===== src/common/stim_params.svh =====
`ifndef STIM_PARAMS_SVH
`define STIM_PARAMS_SVH

// --------------------
// front-end geometry
// --------------------
`define NUM_VFATS          24   // front-end chips on the link
`define SBITS_PER_VFAT     8    // trigger bits per chip
`define SBIT_WIDTH         192  // NUM_VFATS * SBITS_PER_VFAT

// --------------------
// timing
// --------------------
`define FRAME_SLOTS        8    // bx slots in one pattern frame
`define SLOT_WIDTH         3    // slot counter bits
`define BC0_PERIOD         32   // cycles between bc0 strobes
`define BC0_CNT_WIDTH      5    // bx counter bits
`define STARTUP_CYCLES     600  // link settle time before any request
`define STARTUP_CNT_WIDTH  12
`define HOLDOFF_CYCLES     7    // idle cycles once busy drops
`define HOLDOFF_CNT_WIDTH  3

// --------------------
// payloads
// --------------------
`define REQ_WIDTH          32
`define REQ_INIT           32'haaaa_aaaa          // first request word
`define PAT_WIDTH          64                     // one byte per vfat, repeats every 8 vfats
`define PAT_EVEN           64'h00000000000000fe   // slot 0, exercises even encoder
`define PAT_ODD            64'h0000000000000001   // slot 1, exercises odd encoder

`endif


===== src/common/stim_pkg.sv =====
`include "stim_params.svh"

package stim_pkg;

  // --------------------
  // s-bit frame
  // --------------------
  // same 192 wires seen two ways
  //   flat : whole word, used for the polarity xor
  //   vfat : one byte per chip, used for the pattern fill
  typedef union packed {
    logic [`SBIT_WIDTH-1:0]                     flat;
    logic [`NUM_VFATS-1:0][`SBITS_PER_VFAT-1:0] vfat;  // vfat[0] sits in bits 7:0
  } sbit_frame_t;

  // --------------------
  // request sequencer
  // --------------------
  typedef enum logic [1:0] {
    STARTUP = 2'd0,  // waiting for the link to settle
    ISSUE   = 2'd1,  // valid every cycle
    HOLDOFF = 2'd2   // link reported busy, backing off
  } req_state_t;

endpackage


===== src/logic/bx_timer.sv =====
`timescale 1ns/1ps
`include "stim_params.svh"

module bx_timer (
  input  logic                   clk40,
  input  logic                   rst_n_i,
  output logic                   bc0_o,           // one cycle per orbit
  output logic [`SLOT_WIDTH-1:0] slot_o,          // position inside the pattern frame
  output logic                   startup_done_o   // sticky once the link has settled
);

  // last counter values before wrap / saturation
  localparam logic [`BC0_CNT_WIDTH-1:0]     BC_LAST      = `BC0_CNT_WIDTH'(`BC0_PERIOD - 1);
  localparam logic [`SLOT_WIDTH-1:0]        SLOT_LAST    = `SLOT_WIDTH'(`FRAME_SLOTS - 1);
  localparam logic [`STARTUP_CNT_WIDTH-1:0] STARTUP_LAST = `STARTUP_CNT_WIDTH'(`STARTUP_CYCLES);

  logic [`BC0_CNT_WIDTH-1:0]     bc_cnt;       // bunch crossing number in the short orbit
  logic                          bc_wrap;
  logic                          bc0_q;
  logic [`SLOT_WIDTH-1:0]        slot_cnt;
  logic [`STARTUP_CNT_WIDTH-1:0] startup_cnt;
  logic                          startup_done;

  // --------------------
  // bunch crossing zero
  // --------------------
  assign bc_wrap = (bc_cnt == BC_LAST);

  always_ff @(posedge clk40 or negedge rst_n_i) begin
    if (!rst_n_i) begin
      bc_cnt <= '0;
      bc0_q  <= 1'b0;
    end else begin
      bc_cnt <= bc_wrap ? '0 : bc_cnt + 1'b1;
      bc0_q  <= bc_wrap;   // registered, so first strobe lands on edge BC0_PERIOD
    end
  end

  // --------------------
  // frame slot
  // --------------------
  // free running, slot 0 carries the even pattern and slot 1 the odd one
  always_ff @(posedge clk40 or negedge rst_n_i) begin
    if (!rst_n_i) begin
      slot_cnt <= '0;
    end else begin
      slot_cnt <= (slot_cnt == SLOT_LAST) ? '0 : slot_cnt + 1'b1;
    end
  end

  // --------------------
  // startup wait
  // --------------------
  assign startup_done = (startup_cnt == STARTUP_LAST);  // saturates here

  always_ff @(posedge clk40 or negedge rst_n_i) begin
    if (!rst_n_i) begin
      startup_cnt <= '0;
    end else if (!startup_done) begin
      startup_cnt <= startup_cnt + 1'b1;
    end
  end

  assign bc0_o          = bc0_q;
  assign slot_o         = slot_cnt;
  assign startup_done_o = startup_done;

  // strobe must stay a single-cycle pulse for the downstream ttc logic
  bc0_single_a : assert property (@(posedge clk40) disable iff (!rst_n_i)
    bc0_o |=> !bc0_o);

endmodule


===== src/logic/link_stim_top.sv =====
`timescale 1ns/1ps
`include "stim_params.svh"

module link_stim_top import stim_pkg::*; (
  input  logic                  clk40,
  input  logic                  rst_n_i,
  input  logic                  busy_i,           // link tx back-pressure
  input  sbit_frame_t           invert_mask_i,    // per-pin polarity swap
  output logic                  bc0_o,
  output sbit_frame_t           sbits_o,
  output logic                  request_valid_o,
  output logic [`REQ_WIDTH-1:0] request_data_o
);

  logic [`SLOT_WIDTH-1:0] slot;           // timer -> pattern gen
  logic                   startup_done;   // timer -> sequencer

  // --------------------
  // timing
  // --------------------
  bx_timer u_bx_timer (
    .clk40          (clk40),
    .rst_n_i        (rst_n_i),
    .bc0_o          (bc0_o),
    .slot_o         (slot),
    .startup_done_o (startup_done)
  );

  // --------------------
  // register requests
  // --------------------
  request_sequencer u_request_sequencer (
    .clk40           (clk40),
    .rst_n_i         (rst_n_i),
    .startup_done_i  (startup_done),
    .busy_i          (busy_i),
    .request_valid_o (request_valid_o),
    .request_data_o  (request_data_o)
  );

  // --------------------
  // s-bit frames
  // --------------------
  sbit_pattern_gen u_sbit_pattern_gen (
    .clk40         (clk40),
    .rst_n_i       (rst_n_i),
    .slot_i        (slot),
    .invert_mask_i (invert_mask_i),
    .sbits_o       (sbits_o)
  );

endmodule


===== src/logic/request_sequencer.sv =====
`timescale 1ns/1ps
`include "stim_params.svh"

module request_sequencer import stim_pkg::*; (
  input  logic                  clk40,
  input  logic                  rst_n_i,
  input  logic                  startup_done_i,   // level from bx_timer
  input  logic                  busy_i,           // level from the link tx
  output logic                  request_valid_o,  // level, high for the whole issue phase
  output logic [`REQ_WIDTH-1:0] request_data_o
);

  localparam logic [`HOLDOFF_CNT_WIDTH-1:0] HOLD_LOAD =
    `HOLDOFF_CNT_WIDTH'(`HOLDOFF_CYCLES);

  req_state_t                    state_q;
  req_state_t                    state_d;
  logic [`HOLDOFF_CNT_WIDTH-1:0] hold_cnt_q;   // idle cycles still to wait
  logic [`HOLDOFF_CNT_WIDTH-1:0] hold_cnt_d;
  logic [`REQ_WIDTH-1:0]         data_q;
  logic                          valid;
  logic                          accept;       // word goes out this edge

  assign valid  = (state_q == ISSUE);
  assign accept = valid & ~busy_i;

  // --------------------
  // next state
  // --------------------
  always_comb begin
    state_d    = state_q;
    hold_cnt_d = hold_cnt_q;
    case (state_q)
      STARTUP: begin
        if (startup_done_i) begin
          state_d = ISSUE;            // valid one cycle after done is seen
        end
      end
      ISSUE: begin
        if (busy_i) begin
          state_d    = HOLDOFF;       // drop valid on the next cycle
          hold_cnt_d = HOLD_LOAD;
        end
      end
      HOLDOFF: begin
        if (busy_i) begin
          hold_cnt_d = HOLD_LOAD;     // restart the wait while still busy
        end else if (hold_cnt_q == '0) begin
          state_d = ISSUE;
        end else begin
          hold_cnt_d = hold_cnt_q - 1'b1;
        end
      end
      default: begin
        state_d = STARTUP;            // unused encoding, go back and wait
      end
    endcase
  end

  // --------------------
  // registers
  // --------------------
  always_ff @(posedge clk40 or negedge rst_n_i) begin
    if (!rst_n_i) begin
      state_q    <= STARTUP;
      hold_cnt_q <= '0;
    end else begin
      state_q    <= state_d;
      hold_cnt_q <= hold_cnt_d;
    end
  end

  // request payload, toggles so the far end sees every bit move
  always_ff @(posedge clk40 or negedge rst_n_i) begin
    if (!rst_n_i) begin
      data_q <= `REQ_INIT;
    end else if (accept) begin
      data_q <= ~data_q;              // held through busy and holdoff
    end
  end

  assign request_valid_o = valid;
  assign request_data_o  = data_q;

  // nothing may reach the link before bx_timer reports it settled
  valid_after_startup_a : assert property (@(posedge clk40) disable iff (!rst_n_i)
    request_valid_o |-> startup_done_i);

  // back-pressure takes effect within one cycle
  busy_backoff_a : assert property (@(posedge clk40) disable iff (!rst_n_i)
    busy_i |=> !request_valid_o);

endmodule


===== src/sbit/sbit_pattern_gen.sv =====
`timescale 1ns/1ps
`include "stim_params.svh"

module sbit_pattern_gen import stim_pkg::*; (
  input  logic                   clk40,
  input  logic                   rst_n_i,
  input  logic [`SLOT_WIDTH-1:0] slot_i,          // frame slot from bx_timer
  input  sbit_frame_t            invert_mask_i,   // 1 = pin is polarity swapped on the board
  output sbit_frame_t            sbits_o          // one frame per bx, one cycle behind slot_i
);

  localparam int PAT_BYTES = `PAT_WIDTH / `SBITS_PER_VFAT;  // pattern repeats every 8 vfats

  logic [`PAT_WIDTH-1:0] pat;       // pattern picked for this slot
  sbit_frame_t           fill;      // pattern spread over all vfats
  sbit_frame_t           frame_d;   // after polarity swap
  sbit_frame_t           frame_q;

  // --------------------
  // pattern select
  // --------------------
  // even pattern then odd pattern, quiet for the rest of the frame
  // so latency through the cluster finder is easy to read
  always_comb begin
    if (slot_i == '0) begin
      pat = `PAT_EVEN;
    end else if (slot_i == `SLOT_WIDTH'(1)) begin
      pat = `PAT_ODD;
    end else begin
      pat = '0;
    end
  end

  // --------------------
  // vfat fill
  // --------------------
  always_comb begin
    fill.flat = '0;
    for (int v = 0; v < `NUM_VFATS; v++) begin
      // vfat v gets byte v mod 8
      fill.vfat[v] = pat[(v % PAT_BYTES) * `SBITS_PER_VFAT +: `SBITS_PER_VFAT];
    end
  end

  // --------------------
  // polarity + output
  // --------------------
  assign frame_d.flat = fill.flat ^ invert_mask_i.flat;  // one xor per pin

  always_ff @(posedge clk40 or negedge rst_n_i) begin
    if (!rst_n_i) begin
      frame_q <= '0;
    end else begin
      frame_q <= frame_d;
    end
  end

  assign sbits_o = frame_q;

  // quiet slots must show the bare inversion mask on the next frame
  quiet_slot_mask_a : assert property (@(posedge clk40) disable iff (!rst_n_i)
    (slot_i >= `SLOT_WIDTH'(2)) |=> (sbits_o.flat == $past(invert_mask_i.flat)));

endmodule


===== config.mk =====
export PLATFORM = sky130hd
export DESIGN_NAME = link_stim_top
export DESIGN_NICKNAME = d
export VERILOG_FILES = /design/src/common/stim_pkg.sv /design/src/logic/bx_timer.sv /design/src/logic/link_stim_top.sv /design/src/logic/request_sequencer.sv /design/src/sbit/sbit_pattern_gen.sv
export VERILOG_INCLUDE_DIRS = /design/src /design/src/common
export SDC_FILE = /design/constraint.sdc
export NUM_CORES = 1
export LEC_CHECK = 0
export ABC_AREA = 1
export BUFFER_PORTS_ARGS = -buffer_cell sky130_fd_sc_hd__buf_2
export CAP_MARGIN = 30
export CORE_AREA = 2 2 163 165
export CTS_BUF_LIST = sky130_fd_sc_hd__clkbuf_16
export DETAILED_ROUTE_END_ITERATION = 8
export DIE_AREA = 0 0 165 167
export PLACE_DENSITY = 0.66
export SKIP_CTS_REPAIR_TIMING = 1
export SYNTH_ARGS = -nofsm -noshare
export SYNTH_HDL_FRONTEND = slang
export SYNTH_HIERARCHICAL = 1
export SYNTH_SLANG_ARGS = --single-unit

===== constraint.sdc =====
create_clock -name clk40 -period 3.4 [get_ports clk40]
set_input_delay 0.34 -clock clk40 [delete_from_list [all_inputs] [get_ports clk40]]
set_output_delay 0.34 -clock clk40 [all_outputs]
set_load 0.02 [all_outputs]

==> metrics.yaml <==
sw_frac_of_total: 0.290
max_stage_delay_ps: 430
ys_seq_elements: 250
synth_top_family_by_area: "simple AND/OR/NAND/NOR gates"
fin_util: 0.507
synthArstFlopShare: 1.00
syn_nets: 726
worstPathArrival_ps: 1310
row_count: 59
critPathRequiredTime_ps: 3060
setup_tns_ps: 0
cts_buffer_depth: 3
max-cap-violations: 0
antennaDiodeCount: 0
syn_area_per_cell_um2: 15.3
startpoint_type: "flip-flop"
min_from: "invert_mask_i[67]"
wirelength_um: 23900
synth_edf_count: 0
dieArea_um2: 27600
synth_simple_gate_area_frac: 0.0934
synth_compound_area_frac: 0.00483
final_nets: 1340
synth_mux_area_frac: 0
fp.coreArea_um2: 25800
syn_inst: 523
powerDensity_nw_per_um2: 628
grt_pass1_vias: 5547
fill_cells: 2206
crit_type: "reg2out"
cp_cell_sequence: "nor2_4 -> buf_2"
p_int_mw: 5.83
rr_startpoint: "u_bx_timer/startup_cnt[0]"
hold_violations: 0
max_freq_ghz: 0.607
drc: 0
synth_area_um2: 8020
fp.dieW_um: 165
ys_seq_area_frac: 0.782
gp_congestion: 0.811
min_period_over_period: 0.485
grt_pass1_wl_um: 31600
cts-buffers-inserted: 27
via_per_inst: 4.11
layout.cells.non_filler: 1493
antenna_left: 0
htreeDepth: 1
worst-path-buf-inv: 1
final_cell_area_um2: 13100
hold_path_class: "in2reg"
detail_route.iter0.violations: 281
r2r_slack_ps: 1830
yosysWarnings: 6
worst_pin_slew_ps: 833
syn_to_final_growth_pct: 62.8
setup_viol: 0
synth-main-ff-cell: "dfrtp_1"
place_area_um2: 10500
cts_root_buffer: "clkbuf_16"
dp.cells: 1272
slew_headroom: 0.445
synth_xor_xnor_area_share: 0.0706
cp_slowest_cell: "dfrtp_1"
clock_latency_ps: 540
clk_pin_slew_ps: 60
hpwl_um: 16200
combPwrFrac: 0.212
p_clk_frac: 0.339
cp_max_fo: 4
rsz0062_at_grt: "no"
startpoint: "u_request_sequencer/state_q[1]"
vias: 6137
wl_per_cell_um: 16.0
die_h_um: 167
p_leak_nw: 6.79
io_pins: 421
drive_gt1_frac: 0.452
period_minus_slack_ps: 1650
cts_sinks: 250
ir_drop_mv: 0.746
drt_pass1_iterations: 5
slew_violations: 0
port_buffers: 420
floorplan.initialDensity: 0.311
synth_cell_type_count: 30
critPathTopFamily: "flip-flops"
grt_overflow_total: 0
cts_tree: "built"
grt_max_degree: 104
end_kind: "output port"
p_seq_frac: 0.449
grt_antenna_before_repair: 1
fin_skew_ps: 5.58
power_mw: 8.21
status: "finished, final reports clean"
p_sw_mw: 2.38
synth_fa_ha_area_frac: 0.0125
track_usage: 0.150
==> final cells by class <==
type | count | area, um^2 | share of cell area
tap | 335 | 419 | 0.0321
clock buffer | 27 | 676 | 0.0517
timing repair buffer | 594 | 3870 | 0.296
clock inverter | 23 | 176 | 0.0135
multi-input combinational | 215 | 1460 | 0.111
sequential | 250 | 6280 | 0.481
inverter | 49 | 184 | 0.0141
==> power by group through the flow <==
stage / logic [mW] / registers, mW / clock network [mW]
floorplan: 0.615 / 4.11 / 0
global placement: 1.55 / 3.72 / 0
detailed placement: 1.59 / 3.73 / 0
CTS: 1.59 / 3.68 / 2.87
global route: 1.87 / 3.73 / 3.00
finish: 1.74 / 3.68 / 2.78
==> kinds of logic after synthesis <==
family / count (synthesis)
flip-flops: 250
AND/OR/NAND/NOR: 162
buffers and inverters: 58
XOR/XNOR: 39
adder cells (fa/ha/maj): 8
AO/OA/AOI/OAI: 6
==> final timing paths <==
| check | depth (start not counted) | endpoint |
|---|---|---|
| worst max-delay path | 2 | request_valid_o |
| worst min-delay path | 3 | u_sbit_pattern_gen/sbits_o[67] |
| worst max register to register | 10 | u_request_sequencer/state_q[0] |
| worst min register to register | 1 | u_bx_timer/bc_cnt[0] |
| max in group asynchronous | 3 | u_request_sequencer/request_data_o[3] |
| min in group asynchronous | 2 | u_sbit_pattern_gen/sbits_o[67] |
==> flip-flops by register name, indices dropped and copies added (netlist names) <==
signal,count
u_bx_timer/startup_cnt,12
u_bx_timer/bc0_o,1
u_sbit_pattern_gen/sbits_o,192
u_request_sequencer/request_data_o,32
u_bx_timer/slot_o,3
u_request_sequencer/hold_cnt_q,3
u_bx_timer/bc_cnt,5
u_request_sequencer/state_q,2
==> layer usage <==
metal / global-route usage / wire (um)
met5: 0 / 0
met4: 0.0552 / 605
met3: 0.0528 / 1920
met2: 0.252 / 12500
met1: 0.175 / 8860
==> through the flow <==
stage | setup WS, ps | hold WS (ps)
final | 1750 | 11.9
after floorplan | 2010 | 44.4
after global placement | 1910 | 428
after CTS | 1720 | -154
after global routing | 1670 | 2.65
after detailed placement | 1860 | 429
==> cells in the final DEF, fill, tap and decap left out, drive strengths merged <==
| cell type | n |
|---|---|
| nand2 | 94 |
| inv | 56 |
| clkinv | 13 |
| nand4 | 1 |
| buf | 423 |
| nor3b | 1 |
| dlygate4sd3 | 171 |
| nand3 | 37 |
| nor3 | 4 |
| xor2 | 5 |
| a21oi | 2 |
| dfrtp | 234 |
| nor2 | 24 |
| bufinv | 2 |
| and2 | 1 |
| xnor2 | 34 |
| o21a | 1 |
| o21ai | 2 |
| o21bai | 1 |
| clkinvlp | 1 |
| ha | 8 |
| clkbuf | 27 |
| dfstp | 16 |
==> tightest hold or removal path, stage by stage <==
cell     delay [ps]
buf_2            90
nand2_1          40
nand2_1          50
==> synth_stat cells, types with 3 or more instances <==
library cell / instances / area [um^2]
dfstp_2: 16 / 420
xnor2_1: 4 / 35.0
xor2_1: 5 / 43.8
dfrtp_1: 234 / 5860
nand3_1: 36 / 180
xnor2_2: 30 / 488
inv_1: 47 / 176
nor3_1: 4 / 20.0
buf_12: 3 / 60.1
nor2_1: 18 / 67.6
nand2_1: 89 / 334
nor2_4: 4 / 45.0
ha_1: 8 / 100
nand2_4: 3 / 33.8
(Power assumes the default switching activity.)
